--- src/hdl/hyper_pkg.sv ---
// --------------------
// HyperRAM controller shared types
// Command/address layout and latency table
// --------------------
package hyper_pkg;

  // Data widths
  typedef logic [31:0] dword_t;
  typedef logic [15:0] word_t;
  typedef logic [47:0] ca_t;
  typedef logic [5:0]  lat_t;
  typedef logic [5:0]  dwcnt_t;

  // Latency pair in clocks
  typedef struct packed {
    lat_t lat_2x;
    lat_t lat_1x;
  } lat_cfg_t;

  // Command/address bit positions
  localparam int CA_RW_BIT    = 47;
  localparam int CA_AS_BIT    = 46;
  localparam int CA_BURST_BIT = 45;

  // CR0 lives here in register space
  localparam dword_t CFG0_ADDR     = 32'h0000_0800;
  localparam int     FREQ_CODE_LSB = 20;

  // Three words of command/address, RWDS checked on the last one
  localparam int CA_WORDS          = 3;
  localparam int RWDS_SAMPLE_CYCLE = 2;

  // CR0 frequency codes
  localparam logic [3:0] FREQ_166 = 4'h1;
  localparam logic [3:0] FREQ_133 = 4'h0;
  localparam logic [3:0] FREQ_100 = 4'hF;
  localparam logic [3:0] FREQ_83  = 4'hE;

  // Matching 2x/1x latency pairs
  localparam lat_cfg_t LAT_166     = '{lat_2x: 6'd10, lat_1x: 6'd7};
  localparam lat_cfg_t LAT_133     = '{lat_2x: 6'd8, lat_1x: 6'd6};
  localparam lat_cfg_t LAT_100     = '{lat_2x: 6'd6, lat_1x: 6'd5};
  localparam lat_cfg_t LAT_83      = '{lat_2x: 6'd4, lat_1x: 6'd4};
  localparam lat_cfg_t LAT_DEFAULT = LAT_166;

endpackage
--- src/hdl/hyper_seq_if.sv ---
// --------------------
// Sequencer command bundle
// Steers the transmit and receive paths
// --------------------
`timescale 1ns/1ps

interface hyper_seq_if;

  logic       start;
  logic [1:0] ca_idx;
  logic       ca_shift;
  logic       data_hi;
  logic       data_lo;
  logic       load_next;
  logic       cs_active;
  logic       read_phase;
  logic       rwds_drive;
  logic       read_armed;

  modport seq (
    output start, ca_idx, ca_shift, data_hi, data_lo, load_next,
    output cs_active, read_phase, rwds_drive, read_armed
  );

  modport tx (
    input start, ca_idx, ca_shift, data_hi, data_lo, load_next,
    input cs_active, read_phase, rwds_drive
  );

  modport rx (input read_armed);

endinterface

--- src/hdl/hyper_ctrl_top.sv ---
// --------------------
// HyperRAM dword controller top
// User request port and word-per-clock pins
// --------------------
`timescale 1ns/1ps

module hyper_ctrl_top (
  input  logic               clk,
  input  logic               reset,
  input  logic               rd_req,
  input  logic               wr_req,
  input  logic               mem_or_reg,
  input  hyper_pkg::dwcnt_t  rd_num_dwords,
  input  hyper_pkg::dword_t  addr,
  input  hyper_pkg::dword_t  wr_d,
  output hyper_pkg::dword_t  rd_d,
  output logic               rd_rdy,
  output logic               busy,
  output logic               burst_wr_rdy,
  output logic               lat_2x,
  output logic               dram_cs_l,
  output logic               dram_ck_en,
  input  hyper_pkg::word_t   dram_dq_in,
  output hyper_pkg::word_t   dram_dq_out,
  output logic               dram_dq_oe_l,
  input  logic               dram_rwds_in,
  output logic               dram_rwds_oe_l
);
  import hyper_pkg::*;

  lat_cfg_t lat_cfg;
  logic     rd_done;

  hyper_seq_if u_seq_if ();

  // --------------------
  // Latency table and sequencer
  hyper_latency_cfg u_latency_cfg (
    .clk        (clk),
    .reset      (reset),
    .wr_req     (wr_req),
    .rd_req     (rd_req),
    .busy       (busy),
    .mem_or_reg (mem_or_reg),
    .addr       (addr),
    .wr_d       (wr_d),
    .lat_cfg    (lat_cfg)
  );

  hyper_sequencer u_sequencer (
    .clk          (clk),
    .reset        (reset),
    .rd_req       (rd_req),
    .wr_req       (wr_req),
    .mem_or_reg   (mem_or_reg),
    .lat_cfg      (lat_cfg),
    .dram_rwds_in (dram_rwds_in),
    .rd_done      (rd_done),
    .busy         (busy),
    .burst_wr_rdy (burst_wr_rdy),
    .lat_2x       (lat_2x),
    .seq          (u_seq_if.seq)
  );

  // --------------------
  // Pin datapaths
  hyper_tx_path u_tx_path (
    .clk            (clk),
    .reset          (reset),
    .addr           (addr),
    .wr_d           (wr_d),
    .rd_req         (rd_req),
    .mem_or_reg     (mem_or_reg),
    .seq            (u_seq_if.tx),
    .dram_dq_out    (dram_dq_out),
    .dram_dq_oe_l   (dram_dq_oe_l),
    .dram_cs_l      (dram_cs_l),
    .dram_ck_en     (dram_ck_en),
    .dram_rwds_oe_l (dram_rwds_oe_l)
  );

  hyper_rx_capture u_rx_capture (
    .clk           (clk),
    .reset         (reset),
    .rd_req        (rd_req),
    .busy          (busy),
    .rd_num_dwords (rd_num_dwords),
    .dram_dq_in    (dram_dq_in),
    .dram_rwds_in  (dram_rwds_in),
    .seq           (u_seq_if.rx),
    .rd_d          (rd_d),
    .rd_rdy        (rd_rdy),
    .rd_done       (rd_done)
  );

endmodule

--- src/hdl/hyper_rx_capture.sv ---
// --------------------
// HyperRAM read capture
// Pairs strobed words into dwords
// --------------------
`timescale 1ns/1ps

module hyper_rx_capture (
  input  logic               clk,
  input  logic               reset,
  input  logic               rd_req,
  input  logic               busy,
  input  hyper_pkg::dwcnt_t  rd_num_dwords,
  input  hyper_pkg::word_t   dram_dq_in,
  input  logic               dram_rwds_in,
  hyper_seq_if.rx            seq,
  output hyper_pkg::dword_t  rd_d,
  output logic               rd_rdy,
  output logic               rd_done
);
  import hyper_pkg::*;

  dwcnt_t rd_cnt;
  // Ping-pong, high once the upper word is held
  logic   pong;
  word_t  hi_word;
  logic   strobe;

  assign strobe = seq.read_armed & dram_rwds_in & (rd_cnt != '0);

  always_ff @(posedge clk) begin
    if (reset) begin
      rd_cnt  <= '0;
      pong    <= 1'b0;
      rd_rdy  <= 1'b0;
      rd_done <= 1'b0;
    end else begin
      rd_rdy  <= 1'b0;
      rd_done <= 1'b0;
      if (rd_req && !busy) begin
        rd_cnt <= rd_num_dwords;
      end
      if (!seq.read_armed) begin
        pong <= 1'b0;
      end else if (strobe) begin
        pong <= ~pong;
        // Second word closes the dword
        if (pong) begin
          rd_rdy  <= 1'b1;
          rd_cnt  <= rd_cnt - 6'd1;
          rd_done <= (rd_cnt == 6'd1);
        end
      end
    end
  end

  always_ff @(posedge clk) begin
    if (strobe && !pong) begin
      hi_word <= dram_dq_in;
    end
    if (strobe && pong) begin
      rd_d <= {hi_word, dram_dq_in};
    end
  end

endmodule

--- src/hdl/hyper_tx_path.sv ---
// --------------------
// HyperRAM transmit path
// Packs command/address, shifts words out
// and registers every pin output
// --------------------
`timescale 1ns/1ps

module hyper_tx_path (
  input  logic               clk,
  input  logic               reset,
  input  hyper_pkg::dword_t  addr,
  input  hyper_pkg::dword_t  wr_d,
  input  logic               rd_req,
  input  logic               mem_or_reg,
  hyper_seq_if.tx            seq,
  output hyper_pkg::word_t   dram_dq_out,
  output logic               dram_dq_oe_l,
  output logic               dram_cs_l,
  output logic               dram_ck_en,
  output logic               dram_rwds_oe_l
);
  import hyper_pkg::*;

  ca_t    ca_next;
  ca_t    ca_reg;
  dword_t data_reg;
  word_t  word_sel;

  // Command/address packing, linear burst always
  always_comb begin
    ca_next               = '0;
    ca_next[CA_RW_BIT]    = rd_req;
    ca_next[CA_AS_BIT]    = mem_or_reg;
    ca_next[CA_BURST_BIT] = 1'b1;
    if (mem_or_reg) begin
      // Register space keeps the word select bit
      ca_next[44:16] = addr[31:3];
      ca_next[2:0]   = addr[2:0];
    end else begin
      ca_next[44:16] = addr[30:2];
      ca_next[2:0]   = {addr[1:0], 1'b0};
    end
  end

  always_ff @(posedge clk) begin
    if (seq.start) begin
      ca_reg   <= ca_next;
      data_reg <= wr_d;
    end else if (seq.load_next) begin
      // Next burst dword
      data_reg <= wr_d;
    end
  end

  // Outgoing word, highest command/address word first
  always_comb begin
    word_sel = '0;
    if (seq.ca_shift) begin
      case (seq.ca_idx)
        2'd0:    word_sel = ca_reg[47:32];
        2'd1:    word_sel = ca_reg[31:16];
        default: word_sel = ca_reg[15:0];
      endcase
    end else if (seq.data_hi) begin
      word_sel = data_reg[31:16];
    end else if (seq.data_lo) begin
      word_sel = data_reg[15:0];
    end
  end

  always_ff @(posedge clk) begin
    dram_dq_out <= word_sel;
  end

  // Pin control register stage
  always_ff @(posedge clk) begin
    if (reset) begin
      dram_cs_l      <= 1'b1;
      dram_ck_en     <= 1'b0;
      dram_dq_oe_l   <= 1'b1;
      dram_rwds_oe_l <= 1'b1;
    end else begin
      dram_cs_l      <= ~seq.cs_active;
      dram_ck_en     <= seq.cs_active;
      dram_dq_oe_l   <= ~(seq.cs_active & ~seq.read_phase);
      dram_rwds_oe_l <= ~seq.rwds_drive;
    end
  end

endmodule

--- src/hdl/hyper_sequencer.sv ---
// --------------------
// HyperRAM transaction sequencer
// Walks command/address, then register write,
// write latency and burst, or read wait
// --------------------
`timescale 1ns/1ps

module hyper_sequencer (
  input  logic                 clk,
  input  logic                 reset,
  input  logic                 rd_req,
  input  logic                 wr_req,
  input  logic                 mem_or_reg,
  input  hyper_pkg::lat_cfg_t  lat_cfg,
  input  logic                 dram_rwds_in,
  input  logic                 rd_done,
  output logic                 busy,
  output logic                 burst_wr_rdy,
  output logic                 lat_2x,
  hyper_seq_if.seq             seq
);
  import hyper_pkg::*;

  // One-hot phase, bit k prepares pin cycle CSk
  logic [CA_WORDS:0] ph;
  logic              go;
  logic              is_rd;
  logic              is_reg;
  logic              cs_active;
  logic              read_phase;
  logic              read_armed;
  logic              rwds_drive;
  logic              data_hi;
  logic              data_lo;
  lat_t              wait_cnt;
  logic              start;
  logic              mem_wr;
  logic              reg_wr;

  assign start  = ~busy & (rd_req | wr_req);
  assign mem_wr = ~is_rd & ~is_reg;
  assign reg_wr = ~is_rd & is_reg;

  always_ff @(posedge clk) begin
    if (reset) begin
      go           <= 1'b0;
      ph           <= '0;
      is_rd        <= 1'b0;
      is_reg       <= 1'b0;
      busy         <= 1'b0;
      cs_active    <= 1'b0;
      read_phase   <= 1'b0;
      read_armed   <= 1'b0;
      rwds_drive   <= 1'b0;
      data_hi      <= 1'b0;
      data_lo      <= 1'b0;
      burst_wr_rdy <= 1'b0;
      lat_2x       <= 1'b0;
      wait_cnt     <= '0;
    end else begin
      go           <= start;
      ph           <= {ph[CA_WORDS-1:0], go};
      lat_2x       <= 1'b0;
      data_hi      <= 1'b0;
      // Lower half always follows the upper half of a memory write
      data_lo      <= data_hi & mem_wr;
      // Marks the cycle the upper half sits on the pins
      burst_wr_rdy <= data_hi & mem_wr;
      if (start) begin
        busy   <= 1'b1;
        is_rd  <= rd_req;
        is_reg <= mem_or_reg;
      end
      // Chip select with RWDS pulled low for CS0 only
      if (go) begin
        cs_active  <= 1'b1;
        rwds_drive <= 1'b1;
      end
      if (ph[0]) begin
        rwds_drive <= 1'b0;
      end
      // Last command/address word queued
      if (ph[CA_WORDS-1]) begin
        if (is_rd) begin
          read_phase <= 1'b1;
        end
        // Register data goes straight out on CS3
        if (reg_wr) begin
          data_hi <= 1'b1;
        end
      end
      // Pins now show CS2, device reports latency on RWDS
      if (ph[RWDS_SAMPLE_CYCLE+1]) begin
        if (is_rd) begin
          read_armed <= 1'b1;
        end
        if (reg_wr) begin
          busy      <= 1'b0;
          cs_active <= 1'b0;
        end
      end
      // Latency countdown, first data half lands on CS(3+L)
      if (wait_cnt != '0) begin
        wait_cnt <= wait_cnt - 6'd1;
        if (wait_cnt == 6'd1) begin
          data_hi    <= 1'b1;
          rwds_drive <= 1'b1;
        end
      end
      if (ph[RWDS_SAMPLE_CYCLE+1] && mem_wr) begin
        lat_2x   <= dram_rwds_in;
        wait_cnt <= dram_rwds_in ? lat_cfg.lat_2x - 6'd1 : lat_cfg.lat_1x - 6'd1;
      end
      // Burst continues only with a new write request here
      if (data_lo) begin
        if (wr_req) begin
          data_hi <= 1'b1;
        end else begin
          busy       <= 1'b0;
          cs_active  <= 1'b0;
          rwds_drive <= 1'b0;
        end
      end
      // Last read dword delivered
      if (rd_done) begin
        busy       <= 1'b0;
        cs_active  <= 1'b0;
        read_phase <= 1'b0;
        read_armed <= 1'b0;
      end
    end
  end

  // Command bundle for the datapaths
  assign seq.start      = start;
  assign seq.ca_shift   = |ph[CA_WORDS-1:0];
  assign seq.ca_idx     = ph[1] ? 2'd1 : (ph[2] ? 2'd2 : 2'd0);
  assign seq.data_hi    = data_hi;
  assign seq.data_lo    = data_lo;
  assign seq.load_next  = data_lo & wr_req;
  assign seq.cs_active  = cs_active;
  assign seq.read_phase = read_phase;
  assign seq.rwds_drive = rwds_drive;
  assign seq.read_armed = read_armed;

endmodule

--- src/hdl/hyper_latency_cfg.sv ---
// --------------------
// HyperRAM latency table
// Tracks CR0 writes so the write latency
// matches what the device was told
// --------------------
`timescale 1ns/1ps

module hyper_latency_cfg (
  input  logic                 clk,
  input  logic                 reset,
  input  logic                 wr_req,
  input  logic                 rd_req,
  input  logic                 busy,
  input  logic                 mem_or_reg,
  input  hyper_pkg::dword_t    addr,
  input  hyper_pkg::dword_t    wr_d,
  output hyper_pkg::lat_cfg_t  lat_cfg
);
  import hyper_pkg::*;

  logic cfg_wr;

  // Accepted register write to CR0, a read request wins over a write
  assign cfg_wr = wr_req & ~rd_req & ~busy & mem_or_reg & (addr == CFG0_ADDR);

  always_ff @(posedge clk) begin
    if (reset) begin
      // Device power-on setting
      lat_cfg <= LAT_DEFAULT;
    end else if (cfg_wr) begin
      case (wr_d[FREQ_CODE_LSB +: 4])
        FREQ_166: lat_cfg <= LAT_166;
        FREQ_133: lat_cfg <= LAT_133;
        FREQ_100: lat_cfg <= LAT_100;
        FREQ_83:  lat_cfg <= LAT_83;
        // Unknown code keeps the old pair
        default:  lat_cfg <= lat_cfg;
      endcase
    end
  end

endmodule

--- config.mk ---
export PLATFORM = sky130hd
export DESIGN_NAME = hyper_ctrl_top
export DESIGN_NICKNAME = d
export VERILOG_FILES = /design/src/hdl/hyper_pkg.sv /design/src/hdl/hyper_seq_if.sv /design/src/hdl/hyper_ctrl_top.sv /design/src/hdl/hyper_rx_capture.sv /design/src/hdl/hyper_tx_path.sv /design/src/hdl/hyper_sequencer.sv /design/src/hdl/hyper_latency_cfg.sv
export SDC_FILE = /design/constraint.sdc
export NUM_CORES = 1
export LEC_CHECK = 0
export BUFFER_PORTS_ARGS = -buffer_cell sky130_fd_sc_hd__buf_2
export CORE_MARGIN = 3
export CORE_UTILIZATION = 45
export DETAILED_ROUTE_END_ITERATION = 6
export PLACE_DENSITY = 0.74
export RECOVER_POWER = 25
export REMOVE_ABC_BUFFERS = 1
export SETUP_SLACK_MARGIN = 0.02
export SYNTH_ARGS = -nofsm -noshare
export SYNTH_HDL_FRONTEND = slang
export SYNTH_SLANG_ARGS = --single-unit
--- constraint.sdc ---
create_clock -name clk -period 3.4 [get_ports clk]
set_clock_uncertainty 0.1 [all_clocks]
set_input_delay 0.68 -clock clk [delete_from_list [all_inputs] [get_ports clk]]
set_output_delay 0.68 -clock clk [all_outputs]
set_load 0.01 [all_outputs]
## Word-level counts from Yosys, hierarchy flattened

Index checks and enable logic that the tools add are counted.

- Word-level logic and storage cells: 128
- Input port bits: 92
- Output and inout port bits: 56
- Flip-flop bits (word level): 176

- Reduce and logical (&&, ||, !) cells: 22
- Eq/ne operators: 7
- Multiplexer cells: 41
- Bitwise gates (word level): 25
- $add $sub $neg: 4

Operators by type and width:

| operator | number |
|---|---|
| two-way mux 32 bit | 2 |
| two-way mux 16 bit | 3 |
| one-hot mux 12 bit (4 select lines) | 1 |
| two-way mux 6 bit | 7 |
| equality test 32 x 12 -> 1 bit, second input constant | 1 |
| one-hot mux 16 bit (2 select lines) | 1 |
| two-way mux 29 bit | 1 |
| subtractor 6 x 1 -> 6 bit, second input constant | 4 |
| two-way mux 1 bit | 23 |
| bitwise AND 1 bit | 12 |
| equality test 6 x 1 -> 1 bit, second input constant | 2 |
| inverter 1 bit | 12 |
| nonzero test 6 bit | 2 |
| equality test 4 bit, second input constant | 2 |
| AND reduction 2 bit | 3 |
| OR reduction 2 bit | 3 |
| OR reduction 3 bit | 2 |
| equality test 4 x 1 -> 1 bit, second input constant | 1 |
| logical AND 1 bit | 4 |
| zero test 4 bit | 1 |
| two-way mux 2 bit | 2 |
| nonzero test 2 bit | 2 |
| nonzero test 4 bit | 1 |
| OR reduction 4 bit | 1 |
| other kinds (5) | 6 |

## Longest topological paths before layout

Gate-level depths: netlist of run 1.

- Depth in word-level cells: 8
- Depth in mapped cells: 6
- Mapped depth without buffers: 6

## Hierarchy

From an unflattened synthesis of run 1, not the netlist that was laid out.

- Cell total of the unflattened synthesis: 445
- Area, all modules: 6,865.3 sq um

By module, submodules not included:

| module | times used | cells an instance | sequential area each (sq um) | area an instance (sq um) |
|---|---|---|---|---|
| hyper_tx_path | 1 | 191 | 2,382.3 | 3,473.3 |
| hyper_rx_capture | 1 | 103 | 1,621.6 | 2,014.4 |
| hyper_sequencer | 1 | 114 | 420.4 | 1,048.5 |
| hyper_latency_cfg | 1 | 37 | 60.1 | 329.1 |

## Least setup slack after synthesis of run 1

No wires, ideal clock.

- Kind: input port to flip-flop
- Start point: in dram_rwds_in
- End point: reg u_rx_capture.hi_word[0] (enable)
- Buffers on the path: 1
- Cell stages on the path: 3
- Data required time: 2.886 ns
- Arrival time: 2.250 ns
- Setup slack: 0.636 ns
- Library setup time: 0.414 ns
- Cell sequence: clkbuf_1 > nand2_1 > a211oi_1

- Cells in the longest elaborated chain, start to end: 3

Ends and longest elaborated chain:

| item | line | RTL |
|---|---|---|
| from (decl) | hyper_ctrl_top.sv:26 | `input logic dram_rwds_in,` |
| bitwise AND 1 bit (2 in series) | hyper_rx_capture.sv:28 | `assign strobe = seq.read_armed & dram_rwds_in & (rd_cnt != '0);` |
| logical AND 1 bit | hyper_rx_capture.sv:57 | `if (strobe && !pong) begin` |
| to (signal assigned) | hyper_rx_capture.sv:58 | `hi_word <= dram_dq_in;` |
| to (decl) | hyper_rx_capture.sv:25 | `word_t hi_word;` |

Every way passes these cells.
A chain may end at the register's enable or synchronous reset.

## Worst setup path after layout of run 1

- Start point: in mem_or_reg
- End point: reg u_tx_path.ca_reg[32], data pin

- Cells in the longest elaborated chain, start to end: 1

Ends and longest elaborated chain:

| item | line | RTL |
|---|---|---|
| from (decl) | hyper_ctrl_top.sv:12 | `input logic mem_or_reg,` |
| two-way mux 29 bit | hyper_tx_path.sv:35 | `if (mem_or_reg) begin` |
| via u_tx_path.ca_next[32] | hyper_tx_path.sv:24 | `ca_t ca_next;` |
| to (signal assigned) | hyper_tx_path.sv:47 | `ca_reg <= ca_next;` |
| to (decl) | hyper_tx_path.sv:25 | `ca_t ca_reg;` |

The timed path passes the listed nets, and every way through them passes these cells.

==> results of run 1 <==
[layout make-up]
cell class	instances	area (um^2)	area share (%)
Multi-Input combinational cell	252	1758	22.48
Sequential cell	167	4484	57.33
Clock buffer	22	454.2	5.807
Clock inverter	10	107.6	1.376
Timing Repair Buffer	153	752.0	9.614
Inverter	12	45.04	0.5759
Tap cell	176	220.2	2.816
[Yosys cell counts, types with 3 or more instances]
library cell / count
mux2_2: 31
a22oi_1: 11
nand2_1: 28
or3_1: 3
nor4b_1: 4
nand3_1: 7
xnor2_1: 3
o21ai_0: 20
o21a_1: 3
nor2_1: 19
dfxtp_1: 53
nor3_1: 8
xor2_1: 3
a21oi_1: 15
mux2i_1: 3
clkbuf_1: 16
edfxtp_1: 114
a221oi_1: 4
a22o_1: 13
inv_1: 11
ha_1: 6
o22ai_1: 4
nor2b_1: 8
a211oi_1: 5
or4_1: 3
nand2b_1: 10
nor4_1: 10
o211ai_1: 3
[stage by stage]
stage / util [%] / hold WS, ps / area (um^2) / total power [mW] / worst slack [ps]
detailed placement: 53.97 / 287.3 / 7288 / 2.991 / 934.8
global placement: 53.97 / 287.2 / 7288 / 2.968 / 1026
finish: 57.91 / 300.8 / 7821 / 4.767 / 929.3
CTS: 58.12 / 304.2 / 7850 / 4.816 / 1019
global route: 57.91 / 315.8 / 7821 / 4.980 / 812.9
floorplan: - / 269.4 / 6282 / 2.767 / 871.8
[worst max-delay path: stages]
cell	delay (ps)
buf_2	110
clkbuf_1	1260
mux2_2	460
[routing by layer]
metal / track usage (%) / vias up / share of wire, %
met5: 0 / - / 0
met4: 9.375 / 0 / 2.7
met3: 5.146 / 29 / 6.8
met2: 30.06 / 157 / 49
met1: 22.44 / 2038 / 41
li1: - / 2023 / -
[worst paths after layout]
path | start | endpoint | slack (ps) | cells past startpoint
max | mem_or_reg | u_tx_path.ca_reg[32]$_DFFE_PP_ | 930 | 3
min | u_sequencer.seq.cs_active$_SDFF_PP0_ | u_tx_path.dram_cs_l$_SDFF_PP1_ | 300 | 1
max reg2reg | u_rx_capture.rd_cnt[5]$_SDFF_PP0_ | u_rx_capture.rd_cnt[2]$_SDFF_PP0_ | 1020 | 5
min reg2reg | u_sequencer.seq.cs_active$_SDFF_PP0_ | u_tx_path.dram_cs_l$_SDFF_PP1_ | 300 | 1
[logic make-up after synthesis]
logic type | after synthesis
compound gates | 89
xor+xnor | 6
fa+ha+maj | 6
buf+inv | 31
flops | 167
mux | 34
simple gates | 117
[layout by cell type (no fill, tap or decap), types with 10 or more instances in the layout]
master	n
a22o_1	13
nand2_1	28
nor2_1	19
a21oi_1	15
edfxtp_1	114
clkbuf_16	17
buf_2	127
a22oi_1	11
mux2_2	31
nor4_1	10
clkbuf_1	25
nand2b_1	10
inv_1	11
dfxtp_1	53
o21ai_0	20
[where the power goes]
| part | switching [mW] | internal, mW |
|---|---|---|
| logic | 0.293 | 0.245 |
| clock network | 0.725 | 1.09 |
| registers | 0.0878 | 2.32 |
| total | 1.11 | 3.66 |
==> results.md, run 1 <==
- Outcome: finished with violations
- Violations in the final reports: capacitance limit, slew limit
- GP Congestion: 0.8355
- # DRC: 0
- Placed cells: 760
- Buffer depth of the longest clock path: 2
- DIE WIDTH: approximately 120 um
- Synth unique cells: 50
- CTS tree: done
- Tightest Hold Check Type: reg -> reg
- Skew-Pair Late Insertion Delay: 420 ps
- Number of global-route vias before repair: roughly 4,400
- Peak supply drop: 446.2 uV
- Synth top area cells: edfxtp_1, dfxtp_1, mux2_2
- Total clock buffers created by CTS: 17
- Final Hold Viols: 0
- Die Area: approximately 16,000 um^2
- Syn. warnings: 0
- Post-synthesis compound-gate area fraction: under 10%
- Vias: around 4,200
- Post-route setup TNS: 0 ps
- Non-filler cells, final: 792
- EDFF count, synth: 114
- Max FFs per register: 34
- Required @ worst endpoint: 3460 ps
- Largest family of logic cells by synthesized area: simple AND/OR/NAND/NOR gates
- Hold buffer count at CTS: 0
- Sequential area share after synthesis: between 70% and 80%
- Fin. max-slew vios: 74
- Antenna violations before repair: 0
- Post-Synth XOR/XNOR Area: 0.8266%
- Synthesized flop and latch total: roughly 170
- Antenna Nets Post-Route: 0
- Element type at the critical path start: input pin
- Top_reg_cell synth: edfxtp_1
- Die Height: ~120 um
- Antenna cells: 0
- Multiplexer share of the synthesized area: 5.963%
- Drt total wl: around 14 mm
- DPL Wire Length: 9.804 mm
- Port Buffer Count: approximately 150
- First-pass GRT wire length: 22.59 mm
- Num ports: 148
- Post-synthesis adder-cell area fraction: under 10%
- Tcrit/Tclk final: 72.67%
- Fillcell total: approximately 1,100
- Avg Cell Area, Syn: 14.13 um^2
- Mapped Cells: 450
- Slew @ Worst Pin: 1756 ps
- Wire length per cell: 17.75 um
- GRT overflow: 0
- Relative slew slack: -17.06%
- Crit path capture type: flip-flop
- CTS resizes: 0
- Clock transition at path regs: 60 ps
- Clock root cell: clkbuf_16
- Area Growth Syn to Fin: 23.03%
- WS Path Type: in -> reg
- Endpoints failing setup: 0
- Starting density of the core: 47.07%
- Max H-tree Level: 4
- TritonCTS Sinks: about 170
- Largest net degree at the start of global routing: 39
- Achievable Freq: around 400 MHz
- RSZ-0062 raised after global routing: false
- Setup bufs post-CTS: 0
- Total track usage: a little under a fifth
- Crit path DAT: 2530 ps
- Synth Area in Simple Gates: 10.04%
- Core ar.: 13,510 um^2
- Max cap viols: 2
- Num rows: 42
- Tmin final: 2471 ps
- Final nets: approximately 700
- Cell Area, Synth: 6357 um^2
- DR vias/cell: 5.362
- DRT iter0 DRCs: 241
- DRT Pass-1 Iters: 5
- Leak: a little under 3 nW
- Power per cell area: 609.5 nW/um^2
- Ys async rst share: 0%
- Post-synth top area share: 53.85%
- Layout cells sized above 1: 31.82%
- Top cell type by total area after synthesis: edfxtp_1
- Crit-path max FO: 34
Power figures use the tool's default switching activity.
==> run 2: changes to the inputs <==
clock period = 2.4 ns   (was 3.4 ns; I/O delays follow)
==> run 2 against run 1 <==
Effect of this change:
- the run now ends clean
- die area is the same
- cell count grew 0.76%
- worst setup slack lost 430 ps
- count of clock-buffer cells in the layout is the same
- worst hold slack lost 160 ps
- clock power grew 52%
- critical path depth grew 1
- sequential power grew 41%
- largest power group unchanged
==> results.md, run 2 (synthesis results as in run 1) <==
- Hold buffer count at CTS: 0 (unchanged)
- Peak supply drop: 615.5 uV (+38%)
- Area Growth Syn to Fin: 24.80%
- First-pass GRT wire length: 22.65 mm (+0.24%)
- Non-filler cells, final: 798 (+0.76%)
- DIE WIDTH: 124.9 um (unchanged)
- Number of global-route vias before repair: 4,302 (-1.9%)
- Placed cells: 765 (+0.66%)
- Max H-tree Level: 4 (unchanged)
- Tcrit/Tclk final: between 70 and 80%
- CTS resizes: 0 (unchanged)
- Power Total: 6.955 mW (+46%)
- Fin. max-slew vios: 0 (-100%)
- Drt total wl: 14.03 mm (-0.18%)
- Crit path capture type: flip-flop
- Max cap viols: 0 (-2)
- Clock transition at path regs: 60 ps (about the same)
- Required @ worst endpoint: 2630 ps (-830 ps)
- Fillcell total: 1,053 (-0.85%)
- TritonCTS Sinks: 167 (unchanged)
- Slew @ Worst Pin: 1152 ps (-603.9 ps)
- Buffer depth of the longest clock path: 2 (unchanged)
- Element type at the critical path start: flip-flop
- Commonest non-fill, non-tap cell in the layout: buf_2
- GRT overflow: 0 (unchanged)
- Port Buffer Count: 147 (unchanged)
- Largest net degree at the start of global routing: 36 (-7.7%)
- DRT Pass-1 Iters: 4 (-1)
- Achievable Freq: 527.3 MHz
- Wire length per cell: 17.58 um (-0.94%)
- Final Hold Viols: 0 (unchanged)
- RSZ-0062 raised after global routing: false
- Die Area: 15,590 um^2 (unchanged)
- Num ports: 148 (unchanged)
- Tightest Hold Check Type: in -> reg
- Final nets: 706 (+0.71%)
- GP Congestion: 0.8630 (+3.3%)
- Vias: 4,228 (-0.45%)
- WS Path Type: reg -> reg
- Total clock buffers created by CTS: 17 (unchanged)
- DRT iter0 DRCs: 215 (-11%)
- Power per cell area: 876.7 nW/um^2 (+44%)
- # DRC: 0 (unchanged)
- Flop2flop setup slack: 500 ps (-520 ps)
- Leak: 3.006 nW (+1.7%)
- Total track usage: 18.47% (+0.052 points)
- Antenna violations before repair: 1 (+1)
- Layout cells sized above 1: 32.53% (+0.71 points)
- Crit path DAT: 2130 ps (-400 ps)
- Most frequent cells in the layout: buf_2, edfxtp_1, dfxtp_1
- Starting density of the core: 47.07% (unchanged)
- Relative slew slack: 22.91% (+40 points)
- DR vias/cell: 5.298 (-1.2%)
- CTS tree: done
- Core ar.: 13,510 um^2 (unchanged)
- Crit-path max FO: 5 (-85%)
- Hold_ws: 137.5 ps (-163.3 ps)
- Setup bufs post-CTS: 0 (unchanged)
- Num rows: 42 (unchanged)
- Outcome: completed
- Clock root cell: clkbuf_16
- Tmin final: 1897 ps
- DPL Wire Length: 10.13 mm (+3.3%)
- Max FFs per register: 34 (unchanged)
- Endpoints failing setup: 0 (unchanged)
- Antenna Nets Post-Route: 0 (unchanged)
- Die Height: 124.9 um (unchanged)
- Skew-Pair Late Insertion Delay: 410 ps (about the same)
run 2: cell types whose count changed in the layout (fill, tap and decap cells not counted), moves of 2 or more:
cell	previous run	this run
buf_4	5	9
clkinv_2	4	0
inv_6	0	3
buf_12	0	2
run 2: worst max-delay path, cell delays in order (launching register included):
cell,delay (ps)
dfxtp_1,340
or3_1,380
or4_1,490
or4_1,430
o211ai_2,80
run 2: final cells by class:
cell class	count	area, um^2	area share (%)
Clock inverter	10	142.6	1.798
Multi-Input combinational cell	252	1758	22.16
Tap cell	176	220.2	2.776
Timing Repair Buffer	158	817.0	10.30
Antenna cell	1	2.502	0.03154
Sequential cell	167	4484	56.52
Inverter	12	45.04	0.5677
Clock buffer	22	464.2	5.851
run 2: per-stage QoR:
step	worst slack, ps	util (%)	TNS [ps]	area, um^2
global placement	231.8	54.43	0	7351
global route	355.0	58.75	0	7934
CTS	510.1	58.92	0	7958
finish	503.4	58.75	0	7934
floorplan	-72.83	-	-1165	6282
detailed placement	189.8	54.43	0	7351
run 2: worst paths after layout:
kind,endpoint,cells after the start,start
worst min-delay path,u_tx_path.data_reg[6]$_DFFE_PP_,1,wr_d[6]
worst max-delay path,u_rx_capture.rd_cnt[5]$_SDFF_PP0_,4,u_rx_capture.rd_cnt[3]$_SDFF_PP0_
worst max register to register,u_rx_capture.rd_cnt[5]$_SDFF_PP0_,4,u_rx_capture.rd_cnt[3]$_SDFF_PP0_
worst min register to register,u_rx_capture.rd_d[23]$_DFFE_PP_,0,u_rx_capture.hi_word[7]$_DFFE_PP_
run 2: per-layer routing:
metal  vias up  track usage, %  part of all wire, %
met1      2035           24.01                   43
met2       151           30.03                   50
met3        12           5.017                  5.7
met4         0           6.441                  1.5
met5         -               0                    0
li1       2030               -                    -
run 2: power by group:
part,switching [mW],internal (mW),leakage (nW)
clock,1.06,1.70,0.285
sequential,0.118,3.29,1.50
combinational,0.426,0.358,1.22
total,1.61,5.35,3.01
